===== src/sync_fifo_defines.svh =====
// sync fifo sizing macros

`ifndef SYNC_FIFO_DEFINES_SVH
`define SYNC_FIFO_DEFINES_SVH

// ---------------------------------------------------------------------
// storage geometry
// ---------------------------------------------------------------------
`define FIFO_DATA_W      18   // bits per stored word
`define FIFO_ADDR_W      4    // memory address bits
`define FIFO_DEPTH       16   // entries, 2**FIFO_ADDR_W

// ---------------------------------------------------------------------
// static flag thresholds, in words
// afull is set at or above FIFO_AFULL_VAL
// aempty is set below FIFO_AEMPTY_VAL
// ---------------------------------------------------------------------
`define FIFO_AFULL_VAL   12
`define FIFO_AEMPTY_VAL  4

`endif


===== src/sync_fifo_pkg.sv =====
// sync fifo shared types

`include "sync_fifo_defines.svh"

package sync_fifo_pkg;

   // ------------------------------------------------------------------
   // vector types sized from the defines header
   // ------------------------------------------------------------------

   // one stored word
   typedef logic [`FIFO_DATA_W-1:0] fifo_data_t;

   // memory address, write and read side alike
   typedef logic [`FIFO_ADDR_W-1:0] fifo_addr_t;

   // occupancy 0..FIFO_DEPTH, one extra bit so full fits
   typedef logic [`FIFO_ADDR_W:0]   fifo_level_t;

endpackage


===== src/fifo_occupancy.sv =====
// fifo occupancy counter and flags

`timescale 1ns/10ps

`include "sync_fifo_defines.svh"

module fifo_occupancy (
   input  logic                       pos_clk,
   input  logic                       aresetn,      // async, active low
   input  logic                       wr_en_i,      // write strobe
   input  logic                       rd_en_i,      // read strobe
   output logic                       wr_accept_o,  // write taken this edge
   output logic                       rd_accept_o,  // read taken this edge
   output sync_fifo_pkg::fifo_level_t level_o,      // words stored
   output logic                       full_o,
   output logic                       empty_o,
   output logic                       afull_o,
   output logic                       aempty_o,
   output logic                       wack_o,       // one cycle after accepted write
   output logic                       overflow_o,   // write met full
   output logic                       underflow_o   // read met empty
);

   // ------------------------------------------------------------------
   // thresholds in level width
   // ------------------------------------------------------------------
   localparam sync_fifo_pkg::fifo_level_t lvl_full =
      sync_fifo_pkg::fifo_level_t'(`FIFO_DEPTH);
   localparam sync_fifo_pkg::fifo_level_t lvl_afull =
      sync_fifo_pkg::fifo_level_t'(`FIFO_AFULL_VAL);
   localparam sync_fifo_pkg::fifo_level_t lvl_aempty =
      sync_fifo_pkg::fifo_level_t'(`FIFO_AEMPTY_VAL);

   sync_fifo_pkg::fifo_level_t level_nxt;   // count after this edge

   // ------------------------------------------------------------------
   // strobe acceptance
   // ------------------------------------------------------------------
   // flags are registered, so a strobe is judged against the state
   // the source could see when it raised it
   assign wr_accept_o = wr_en_i & ~full_o;
   assign rd_accept_o = rd_en_i & ~empty_o;

   // ------------------------------------------------------------------
   // next occupancy
   // ------------------------------------------------------------------
   always_comb begin
      level_nxt = level_o;                   // both or neither, hold
      case ({wr_accept_o, rd_accept_o})
         2'b10:   level_nxt = level_o + 1'b1; // write only
         2'b01:   level_nxt = level_o - 1'b1; // read only
         default: level_nxt = level_o;
      endcase
   end

   // ------------------------------------------------------------------
   // level and status flags
   // ------------------------------------------------------------------
   // every flag comes from level_nxt so it lines up with level_o
   always_ff @(posedge pos_clk or negedge aresetn) begin
      if (!aresetn) begin
         level_o  <= '0;
         full_o   <= 1'b0;
         empty_o  <= 1'b1;   // starts empty
         afull_o  <= 1'b0;
         aempty_o <= 1'b1;
      end else begin
         level_o  <= level_nxt;
         full_o   <= (level_nxt == lvl_full);
         empty_o  <= (level_nxt == '0);
         afull_o  <= (level_nxt >= lvl_afull);
         aempty_o <= (level_nxt <  lvl_aempty);
      end
   end

   // ------------------------------------------------------------------
   // handshake and error pulses
   // ------------------------------------------------------------------
   always_ff @(posedge pos_clk or negedge aresetn) begin
      if (!aresetn) begin
         wack_o      <= 1'b0;
         overflow_o  <= 1'b0;
         underflow_o <= 1'b0;
      end else begin
         wack_o      <= wr_accept_o;
         // rejected strobes only, state untouched above
         overflow_o  <= wr_en_i & full_o;
         underflow_o <= rd_en_i & empty_o;
      end
   end

   // ------------------------------------------------------------------
   // checks
   // ------------------------------------------------------------------
   // full and empty are exclusive for any nonzero depth
   a_full_empty_excl : assert property (
      @(posedge pos_clk) disable iff (!aresetn)
         !(full_o && empty_o))
      else $error("full_o and empty_o high together");

   // counter never runs past the storage
   a_level_bound : assert property (
      @(posedge pos_clk) disable iff (!aresetn)
         level_o <= lvl_full)
      else $error("level_o above depth: %0d", level_o);

   // no read handed to the memory while nothing is stored
   a_no_read_empty : assert property (
      @(posedge pos_clk) disable iff (!aresetn)
         rd_accept_o |-> (!empty_o && level_o != '0))
      else $error("read accepted while empty");

endmodule


===== src/fifo_addr_gen.sv =====
// fifo write and read pointers

`timescale 1ns/10ps

`include "sync_fifo_defines.svh"

module fifo_addr_gen (
   input  logic                      pos_clk,
   input  logic                      aresetn,
   input  logic                      wr_accept_i,  // step write pointer
   input  logic                      rd_accept_i,  // step read pointer
   output sync_fifo_pkg::fifo_addr_t wr_addr_o,
   output sync_fifo_pkg::fifo_addr_t rd_addr_o
);

   localparam sync_fifo_pkg::fifo_addr_t addr_last =
      sync_fifo_pkg::fifo_addr_t'(`FIFO_DEPTH - 1);

   // step by one, wrap at the last entry
   // explicit wrap keeps a non power of two depth working
   function automatic sync_fifo_pkg::fifo_addr_t ptr_next(
      input sync_fifo_pkg::fifo_addr_t ptr);
      ptr_next = (ptr == addr_last) ? '0 : ptr + 1'b1;
   endfunction

   // ------------------------------------------------------------------
   // pointer registers
   // ------------------------------------------------------------------
   always_ff @(posedge pos_clk or negedge aresetn) begin
      if (!aresetn) begin
         wr_addr_o <= '0;
         rd_addr_o <= '0;
      end else begin
         if (wr_accept_i)
            wr_addr_o <= ptr_next(wr_addr_o);
         if (rd_accept_i)
            rd_addr_o <= ptr_next(rd_addr_o);
      end
   end

   // ------------------------------------------------------------------
   // checks
   // ------------------------------------------------------------------
   a_wr_ptr_step : assert property (
      @(posedge pos_clk) disable iff (!aresetn)
         !$stable(wr_addr_o) |-> $past(wr_accept_i))
      else $error("write pointer moved without accept");

   a_rd_ptr_step : assert property (
      @(posedge pos_clk) disable iff (!aresetn)
         !$stable(rd_addr_o) |-> $past(rd_accept_i))
      else $error("read pointer moved without accept");

endmodule


===== src/fifo_ram.sv =====
// fifo register array storage

`timescale 1ns/10ps

`include "sync_fifo_defines.svh"

module fifo_ram (
   input  logic                      pos_clk,
   input  logic                      aresetn,
   input  logic                      wr_accept_i,
   input  sync_fifo_pkg::fifo_addr_t wr_addr_i,
   input  sync_fifo_pkg::fifo_data_t wr_data_i,
   input  logic                      rd_accept_i,
   input  sync_fifo_pkg::fifo_addr_t rd_addr_i,
   output sync_fifo_pkg::fifo_data_t rd_data_o,   // held until next read
   output logic                      dvld_o       // rd_data_o fresh
);

   sync_fifo_pkg::fifo_data_t mem [`FIFO_DEPTH];  // storage array

   // ------------------------------------------------------------------
   // write port
   // ------------------------------------------------------------------
   always_ff @(posedge pos_clk) begin
      if (wr_accept_i)
         mem[wr_addr_i] <= wr_data_i;
   end

   // ------------------------------------------------------------------
   // registered read port
   // ------------------------------------------------------------------
   // no same-address hazard, a read never targets the write slot
   always_ff @(posedge pos_clk or negedge aresetn) begin
      if (!aresetn) begin
         rd_data_o <= '0;
         dvld_o    <= 1'b0;
      end else begin
         dvld_o <= rd_accept_i;              // one pulse per read
         if (rd_accept_i)
            rd_data_o <= mem[rd_addr_i];
      end
   end

   // valid only ever follows an accepted read
   a_dvld_follows_read : assert property (
      @(posedge pos_clk) disable iff (!aresetn)
         dvld_o |-> $past(rd_accept_i))
      else $error("dvld_o without a read the cycle before");

endmodule


===== src/sync_fifo.sv =====
// single clock fifo top level

`timescale 1ns/10ps

module sync_fifo (
   input  logic                       pos_clk,
   input  logic                       aresetn,
   input  logic                       wr_en_i,
   input  sync_fifo_pkg::fifo_data_t  wr_data_i,
   input  logic                       rd_en_i,
   output sync_fifo_pkg::fifo_data_t  rd_data_o,
   output logic                       dvld_o,
   output logic                       wack_o,
   output sync_fifo_pkg::fifo_level_t level_o,
   output logic                       full_o,
   output logic                       empty_o,
   output logic                       afull_o,
   output logic                       aempty_o,
   output logic                       overflow_o,
   output logic                       underflow_o
);

   logic                      wr_accept;   // strobes past the flags
   logic                      rd_accept;
   sync_fifo_pkg::fifo_addr_t wr_addr;
   sync_fifo_pkg::fifo_addr_t rd_addr;

   // ------------------------------------------------------------------
   // control, counting and flags
   // ------------------------------------------------------------------
   fifo_occupancy u_occupancy (
      .pos_clk     (pos_clk),
      .aresetn     (aresetn),
      .wr_en_i     (wr_en_i),
      .rd_en_i     (rd_en_i),
      .wr_accept_o (wr_accept),
      .rd_accept_o (rd_accept),
      .level_o     (level_o),
      .full_o      (full_o),
      .empty_o     (empty_o),
      .afull_o     (afull_o),
      .aempty_o    (aempty_o),
      .wack_o      (wack_o),
      .overflow_o  (overflow_o),
      .underflow_o (underflow_o)
   );

   // pointers
   fifo_addr_gen u_addr_gen (
      .pos_clk     (pos_clk),
      .aresetn     (aresetn),
      .wr_accept_i (wr_accept),
      .rd_accept_i (rd_accept),
      .wr_addr_o   (wr_addr),
      .rd_addr_o   (rd_addr)
   );

   // storage and read register
   fifo_ram u_ram (
      .pos_clk     (pos_clk),
      .aresetn     (aresetn),
      .wr_accept_i (wr_accept),
      .wr_addr_i   (wr_addr),
      .wr_data_i   (wr_data_i),
      .rd_accept_i (rd_accept),
      .rd_addr_i   (rd_addr),
      .rd_data_o   (rd_data_o),
      .dvld_o      (dvld_o)
   );

endmodule


===== config.mk =====
export PLATFORM = sky130hd
export DESIGN_NAME = sync_fifo
export DESIGN_NICKNAME = d
export VERILOG_FILES = /design/src/sync_fifo_pkg.sv /design/src/fifo_occupancy.sv /design/src/fifo_addr_gen.sv /design/src/fifo_ram.sv /design/src/sync_fifo.sv
export VERILOG_INCLUDE_DIRS = /design/src /design/src/src
export SDC_FILE = /design/constraint.sdc
export NUM_CORES = 1
export LEC_CHECK = 0
export BUFFER_PORTS_ARGS = -buffer_cell sky130_fd_sc_hd__clkbuf_2
export CAP_MARGIN = 20
export CORE_UTILIZATION = 49
export DETAILED_ROUTE_END_ITERATION = 8
export GPL_TIMING_DRIVEN = 0
export PLACE_DENSITY = 0.66
export SYNTH_ARGS = -nofsm -noshare
export SYNTH_HDL_FRONTEND = slang
export SYNTH_SLANG_ARGS = --single-unit

===== constraint.sdc =====
create_clock -name pos_clk -period 2.7 [get_ports pos_clk]
set_input_delay 0.135 -clock pos_clk [delete_from_list [all_inputs] [get_ports pos_clk]]
set_output_delay 0.135 -clock pos_clk [all_outputs]
set_load 0.05 [all_outputs]

Word level (Yosys, flattened, before mapping)
Memories as Yosys holds them, arrays and structs flattened. A register that Yosys moved wholly into a read port is not among the register bits. Index checks and enable logic that the tools add are counted.

Register bits after elaboration: 21. Bits in writable memories: 288. Word-level logic and storage cells: 36. Memories kept: 1.

Memories: u_ram.mem (depth 16, width 18, rd ports 1, clocked after memory_dff 1, wr ports 1, RTL line fifo_ram.sv:19) `` sync_fifo_pkg::fifo_data_t mem [`FIFO_DEPTH]; ``.

$add $sub $neg: 4. Order comparisons: 2. Equal/unequal tests: 5. Mux-type cells: 5. Bitwise operators: 6. Reduce and logical (&&, ||, !) cells: 2.

Operator list (count): case mux 5 bit (2 select lines) (1); adder 4 x 1 -> 4 bit, second input constant (2); == test 4 bit, second input constant (2); 2-to-1 mux 4 bit (2); adder 5 x 1 -> 5 bit, second input constant (1); == test 5 bit, second input constant (1); greater-or-equal comparator 5 x 4 -> 1 bit, second input constant (1); zero test 5 bit (1); < comparator 5 x 3 -> 1 bit, second input constant (1); subtractor 5 x 1 -> 5 bit, second input constant (1); bitwise AND 1 bit (4); == test 2 x 1 -> 1 bit, second input constant (1); == test 2 bit, second input constant (1); 2-to-1 mux 1 bit (2); NOT 1 bit (2); zero test 1 bit (1).

Logic depth before layout (Yosys ltp)
Gate-level depths: netlist (run 1).

Depth in word-level cells: 5. Mapped depth: 12. Depth with buffers taken out: 11.

Modules after synthesis
A second synthesis (run 1) with hierarchy kept.

Cells, all modules: 596. Area total of the unflattened synthesis: 12667.1 um2.

By module, submodules not included: fifo_ram (instances 1, cells each 505, area each 11691.2 um2); fifo_occupancy (instances 1, cells each 57, area each 615.6 um2); fifo_addr_gen (instances 1, cells each 34, area each 360.3 um2).

Worst setup path before layout (run 1)
Ideal clock, no wire load.

Kind: reg-to-reg. From: register u_occupancy.empty_o. To: register u_occupancy.full_o. Arrival: 2.526 ns. Required time: 2.620 ns. Setup slack: 0.094 ns. Cell stages (with the launch flop): 11. Path buffers: 2. Period minus slack after synthesis: 2.606 ns. Cells stage by stage: dfstp_2 -> nand2b_4 -> buf_6 -> inv_4 -> buf_2 -> ha_1 -> a21oi_1 -> xnor2_1 -> or4b_1 -> a31o_1 -> nor3b_2.

Longest elaborated chain between the ends: 5.

Ends and longest elaborated chain: start: declaration (RTL line fifo_occupancy.sv:16) `output logic empty_o,`; start signal: assignment (RTL line fifo_occupancy.sv:70) `empty_o <= (level_nxt == '0);`; NOT 1 bit (*) (RTL line fifo_occupancy.sv:42) `assign rd_accept_o = rd_en_i & ~empty_o;`; bitwise AND 1 bit (*) (RTL line fifo_occupancy.sv:42); via rd_accept (RTL line sync_fifo.sv:24) `logic rd_accept;`; == test 2 x 1 -> 1 bit or == test 2 bit (tied branches) (RTL line fifo_occupancy.sv:49) `case ({wr_accept_o, rd_accept_o})`; case mux 5 bit (2 select lines) (*) (RTL line fifo_occupancy.sv:49); == test 5 bit (*) (RTL line fifo_occupancy.sv:69) `full_o <= (level_nxt == lvl_full);`; end signal: assignment (RTL line fifo_occupancy.sv:69); end: declaration (RTL line fifo_occupancy.sv:15) `output logic full_o,`.

Mark *: on every way through the listed nets, which the timed path passes. The rest lies on a longest branch. A chain may end at the register's enable or synchronous reset.

==> results of run 1 <==
[synth_stat cells, types with 2 or more instances]
cell type	number	area, µm²
nor2_1	2	7.51
inv_1	2	7.51
buf_6	5	56.3
xnor2_1	6	52.6
nand3_1	3	15.0
mux4_2	86	1940
buf_2	5	25.0
buf_12	2	40.0
mux4_1	4	105
buf_1	3	11.3
clkbuf_1	12	45.0
a21oi_1	4	20.0
ha_1	7	87.6
nor2b_1	2	12.5
dfstp_2	2	52.6
inv_4	2	12.5
nor3_1	4	20.0
and2_1	18	113
o21ai_0	7	35.0
edfxtp_1	288	8650
dfrtp_1	37	926
a21o_1	2	15.0
nand2_1	66	248
[final cells by class]
type | instances | area (µm²)
inverters | 4 | 20.0
well taps | 330 | 413
flip-flops and latches | 327 | 9630
fillers | 1792 | 10400
plain buffers | 28 | 194
repair buffers | 74 | 698
multi-input cells | 234 | 2910
clock inverters | 10 | 45.0
clock buffers | 50 | 1030
[kinds of logic (layout without fill, tap and decap cells)]
family / count (synthesis) / count (layout) / synth area share [%]
AOI/OAI and AO/OA: 21 / 21 / 1.07
xor gates and xnor gates: 8 / 8 / 0.610
adders and majority gates: 7 / 7 / 0.689
buffers and inverters: 32 / 166 / 1.61
DFF: 327 / 327 / 75.8
muxes: 91 / 91 / 16.2
and+or+nand+nor: 107 / 107 / 4.11
[where the power goes]
group          switching, µW  total, µW  leakage, µW  internal, µW
Sequential               304       6500      0.00307          6200
Clock                   1820       4450     0.000528          2630
Combinational           3040       5300      0.00151          2260
[worst paths after layout]
check                                                        end  cells after the start  slack [ns]
min in group asynchronous       u_occupancy.overflow_o$_DFF_PN0_                      2        0.11
worst min register to register   u_ram.rd_data_o[11]$_DFFE_PN0N_                      2        0.47
worst min-delay path                   u_ram.mem[5][2]$_DFFE_PP_                      1        0.03
worst max register to register   u_ram.rd_data_o[10]$_DFFE_PN0N_                      6         0.1
max in group asynchronous         u_occupancy.aempty_o$_DFF_PN1_                      3        2.00
worst max-delay path             u_ram.rd_data_o[10]$_DFFE_PN0N_                      6         0.1
[flip-flops by register name, summed over array words and instances, names as in the netlist]
register	cells
u_addr_gen.rd_addr_o	4
u_addr_gen.wr_addr_o	4
u_occupancy.aempty_o	1
u_occupancy.afull_o	1
u_occupancy.empty_o	1
u_occupancy.full_o	1
u_occupancy.level_o	5
u_occupancy.overflow_o	1
u_occupancy.underflow_o	1
u_occupancy.wack_o	1
u_ram.dvld_o	1
u_ram.mem	288
u_ram.rd_data_o	18
[per-stage QoR]
stage	util (%)	area, µm²	hold WS, ns	setup WS (ns)
after CTS	58.4	14800	0.0183	0.00848
after detailed placement	54.0	13700	0.383	-0.145
final	59.0	14900	0.0256	0.0951
after floorplan	-	12700	-0.161	0.0938
after global placement	52.8	13400	0.367	-0.101
after global routing	59.0	14900	0.0370	-0.0355
[per-layer routing]
metal | vias up | track usage, %
met1 | 3297 | 29.4
met5 | - | 0
met2 | 277 | 35.4
met4 | 0 | 5.18
li1 | 2636 | -
met3 | 47 | 4.82
[worst reg2reg max path: cells and delay by family (launching register included)]
family                 cells  cell delay [ns]
buffers and inverters      2             1.07
flip-flops                 1             0.39
multiplexers               2             0.89
AND/OR/NAND/NOR            2             0.13
[repair_timing]
item / 4_1_cts / 5_1_grt
buffers inserted: 0 / 1
pin swaps: 0 / 1
endpoints found under the setup margin: 20 / 4
resized for setup: 6 / 8
hold endpoints to repair: 39 / 0
hold buffers: 3 / 0
==> reports/results.ini, run 1 <==
[synthesis]
synth-seq-cells=327
yosys_warnings=0
synth_async_sr_flop_share_pct=11.9
syn_area_mm2=0.0127
synth_cell_type_count=47
synth.net_count=622
synth_top_flop_cell=edfxtp_1
synth_cells=593
synth-edff-count=288
synth_area_per_cell_um2=21.4
yosysSeqAreaShare_pct=75.8

[grt]
grt_usage_pct=21.5
grt_pass1_vias=6366
antenna_found_initial=0
grt_max_degree=40
grt_pass1_wl_mm=40.4
gr-total-overflow=0

[timing]
setup_viol=0
period_share_pct=96.5
slew_headroom_pct=40.0
finalHoldViolCount=0
fmax_mhz=384
tns_ns=0
fin_crit_ns=2.60
fin_skew_ns=0.0138
worst_pin_slew_ns=0.900
maxSlewViolCount=0
rsz0062_at_grt=yes

[floorplan]
dieWidth_um=163
initial_utilization_pct=50.2
ios=53
die_area_mm2=0.0266
rows=58
core_mm2=0.0253
die_h_um=163

[cts]
clk-insertion-delay-late_ns=0.51
clk_pin_slew_worst_paths_ns=0.06
cts_buffers=34
cts_buffer_depth=3
clock-root-buffer=clkbuf_16
cts_tree=built
htreeDepth=2
cts.sinks=327

[worst_setup_path]
worst_setup_path_end_kind=flop
max_stage_delay_ns=0.55
crit_buf_inv=2
crit_chain=clkbuf_1 -> clkbuf_2 -> mux4_2 -> mux4_2 -> nand2_1 -> nand2_1
required_ns=3.09
crit_family=buffers and inverters
crit_fanout=10
worstPathArrival_ns=3.00
worstSetupPathType=reg -> reg
r2r-start=u_addr_gen.rd_addr_o[1]$_DFFE_PN0N_
crit_path_start=u_addr_gen.rd_addr_o[1]$_DFFE_PN0N_
start_kind=flop
cp_slowest_cell=clkbuf_1

[routing]
route.met2.wl_mm=13.6
wl_met1_mm=11.2
routed-wl-met3_mm=1.96
drt-total-wl_mm=27.3
wire_per_inst_um=25.8
via_per_inst=5.92
num_vias=6257
drt_iter0_drc=611
firstDrtPassIters=5
top_layer_used=met4
drcViolationCount=0
final_antenna_net_count=0

[place]
hpwlAfterDp_mm=16.9
gp_congestion=0.770
placed_cells=986
io_buffers=52

[pwr]
power_density_mw_per_mm2=1090
ir_worst_vdd_mv=0.840
leakagePower_uw=0.00511
total_power_uw=16300

[hold_path]
min_from=wr_data_i[2]
hp-class=in -> reg

[cells_and_area]
fin_cells=1057
nets=732
diodes=0
final_layout_size_suffix_gt1_share_pct=32.7
final_common_cell=edfxtp_1
syn2layout_area_growth_pct=17.5
final_cell_mix=edfxtp_1, mux4_2, nand2_1, clkbuf_2

[flow_run]
maxCapViolCount=0

[run_status]
outcome=completed

Note: power is estimated with default switching activity, not from simulation.
==> inputs of run 2 (changes only) <==
--- a/config.mk
+++ b/config.mk
@@ -9,6 +9,7 @@
 export BUFFER_PORTS_ARGS = -buffer_cell sky130_fd_sc_hd__clkbuf_2
 export CAP_MARGIN = 20
 export CORE_UTILIZATION = 49
+export CTS_BUF_LIST = sky130_fd_sc_hd__clkbuf_4
 export DETAILED_ROUTE_END_ITERATION = 8
 export GPL_TIMING_DRIVEN = 0
 export PLACE_DENSITY = 0.66
==> run 2 against run 1 <==
  * Clock-buffer cell count increased by 76
  * Non-clock buffer count increased by 19
  * Combinational power about the same
  * Routed wire length increased by 0.69%
  * Register-to-register slack improved by 0.03 ns
  * Design area increased by 1.5%
  * Worst setup slack improved by 0.032 ns
  * Largest cell class unchanged
==> reports/results.ini, run 2 (synthesis gave the netlist of run 1 again) <==
[cells_and_area]
fin_util_pct=59.9
largest_register=u_ram.mem
syn2layout_area_growth_pct=19.3
nets=799
final_common_cell=edfxtp_1
reg_top3=u_ram.mem: 288 flops, u_ram.rd_data_o: 18 flops, u_occupancy.level_o: 5 flops
final_cell_mix=edfxtp_1, clkbuf_4, mux4_2, nand2_1, clkbuf_2
final_layout_size_suffix_gt1_share_pct=38.9
largest_reg_flops=288
finalInstanceArea_mm2=0.0152

[worst_setup_path]
start_kind=flop
timing.rr.end=u_ram.rd_data_o[10]$_DFFE_PN0N_
required_ns=3.26
crit_fanout=10
cp_slowest_cell=clkbuf_1
worst_setup_path_end_kind=flop
max_stage_delay_ns=0.52
worstPathArrival_ns=3.13
r2r-start=u_addr_gen.rd_addr_o[1]$_DFFE_PN0N_
reg2reg_depth=6
r2r_slack_ns=0.13
worstSetupPathType=reg -> reg
crit_chain=clkbuf_1 -> clkbuf_2 -> mux4_2 -> mux4_2 -> nand2_1 -> nand2_1

[grt]
grt_max_degree=40
use_met2_pct=35.7
antenna_found_initial=1
gr-total-overflow=0
use_met3_pct=5.10
met1_usage_pct=29.3
grt_pass1_vias=6880
busiest_layer=met2
grt_usage_pct=22.0
grt_pass1_wl_mm=41.5

[timing]
period_share_pct=95.3
setup_viol=0
maxSlewViolCount=0
rsz0062_at_grt=yes
fin_skew_ns=0.0507
finalHoldViolCount=0
slew_headroom_pct=41.2
fin_crit_ns=2.57
fmax_mhz=389
worst_pin_slew_ns=0.881
tns_ns=0
holdWs_ns=0.242

[routing]
firstDrtPassIters=7
drcViolationCount=0
wire_per_inst_um=23.6
final_antenna_net_count=0
num_vias=6543
via_per_inst=5.61
drt_iter0_drc=598
drt-total-wl_mm=27.5

[floorplan]
ios=53
die_h_um=163
initial_utilization_pct=50.2
die_area_mm2=0.0266
rows=58
core_mm2=0.0253
dieWidth_um=163

[cts]
cts.sinks=327
clk-insertion-delay-late_ns=0.70
cts_buffer_depth=3
cts_tree=built
clk_pin_slew_worst_paths_ns=0.08
clock-root-buffer=clkbuf_4
htreeDepth=3
cts_buffers=82

[hold_path]
hold-path-endpoint=u_occupancy.overflow_o$_DFF_PN0_
hold_depth=3
hp-class=in -> reg
min_from=wr_en_i

[place]
io_buffers=52
hpwlAfterDp_mm=16.9
dpl_cell_area_mm2=0.0137
gp_congestion=0.770

[pwr]
leakagePower_uw=0.00533
power_density_mw_per_mm2=1060
ir_worst_vdd_mv=0.842

[run_status]
outcome=completed

[flow_run]
maxCapViolCount=0

-- run 2: cell count changes in the layout (fill, tap and decap cells not counted), moves of 2 or more --
cell           previous run  this run
clkbuf_16                37         0
dlygate4sd3_1             3        22
bufinv_16                 0         3
clkinv_1                  7        15
clkbuf_1                 14         7
clkbuf_8                  5         0
inv_2                     0         2
clkbuf_4                  1       126
-- run 2: repair_timing --
item	CTS	global route
resized for setup	6	7
setup buffers	0	1
endpoints found under the setup margin	20	4
hold buffers	21	1
hold endpoints to repair	330	12
-- run 2: power by group --
| part | total [µW] | leakage [µW] | switching (µW) | internal, µW |
|---|---|---|---|---|
| Combinational | 5280 | 0.00159 | 3020 | 2270 |
| Clock | 4330 | 0.000666 | 1910 | 2410 |
| Sequential | 6500 | 0.00307 | 302 | 6200 |
| Total | 16100 | 0.00533 | 5230 | 10900 |
-- run 2: worst max-delay path, delay by kind of cell, from the launching register on --
kind / cells / cell delay, ns
DFF: 1 / 0.39
muxes: 2 / 0.89
and+or+nand+nor: 2 / 0.13
buffers and inverters: 2 / 1.02
-- run 2: worst max path at each step --
stage	cells after the start	slack (ns)	endpoint	from
final	6	0.13	u_ram.rd_data_o[10]$_DFFE_PN0N_	u_addr_gen.rd_addr_o[1]$_DFFE_PN0N_
after global routing	11	-0.006	u_occupancy.full_o$_DFF_PN0_	u_occupancy.empty_o$_DFF_PN1_
after detailed placement	6	-0.15	u_ram.rd_data_o[8]$_DFFE_PN0N_	u_addr_gen.rd_addr_o[1]$_DFFE_PN0N_
after floorplan	10	0.09	u_occupancy.full_o$_DFF_PN0_	u_occupancy.empty_o$_DFF_PN1_
after global placement	6	-0.10	u_ram.rd_data_o[10]$_DFFE_PN0N_	u_addr_gen.rd_addr_o[1]$_DFFE_PN0N_
after CTS	10	0.005	u_occupancy.empty_o$_DFF_PN1_	u_occupancy.empty_o$_DFF_PN1_
-- run 2: through the flow --
| step | cells | worst slack [ns] | total power [µW] |
|---|---|---|---|
| 2_1_floorplan | 593 | 0.0938 | 10200 |
| 3_3_place_gp | 975 | -0.101 | 11500 |
| 3_5_place_dp | 986 | -0.145 | 11800 |
| 4_1_cts | 1156 | 0.00544 | 16200 |
| 5_1_grt | 1166 | -0.00641 | 16900 |
| 6_report | 1166 | 0.127 | 16100 |
-- run 2: routing by layer --
metal / up-vias / part of all wire [%] / wire (µm)
li1: 2836 / - / -
met1: 3397 / 41 / 11200
met2: 269 / 51 / 13900
met3: 41 / 7.2 / 1970
met4: 0 / 1.5 / 412
met5: - / 0 / 0
-- run 2: area by class of cell --
| type | instances | area [µm²] |
|---|---|---|
| Fill cell | 1817 | 10200 |
| Sequential cell | 327 | 9630 |
| Multi-Input combinational cell | 234 | 2910 |
| Clock buffer | 126 | 946 |
| Timing Repair Buffer | 93 | 885 |
| Tap cell | 330 | 413 |
| Buffer | 28 | 194 |
| Clock inverter | 23 | 169 |
| Inverter | 4 | 20.0 |
| Antenna cell | 1 | 2.50 |
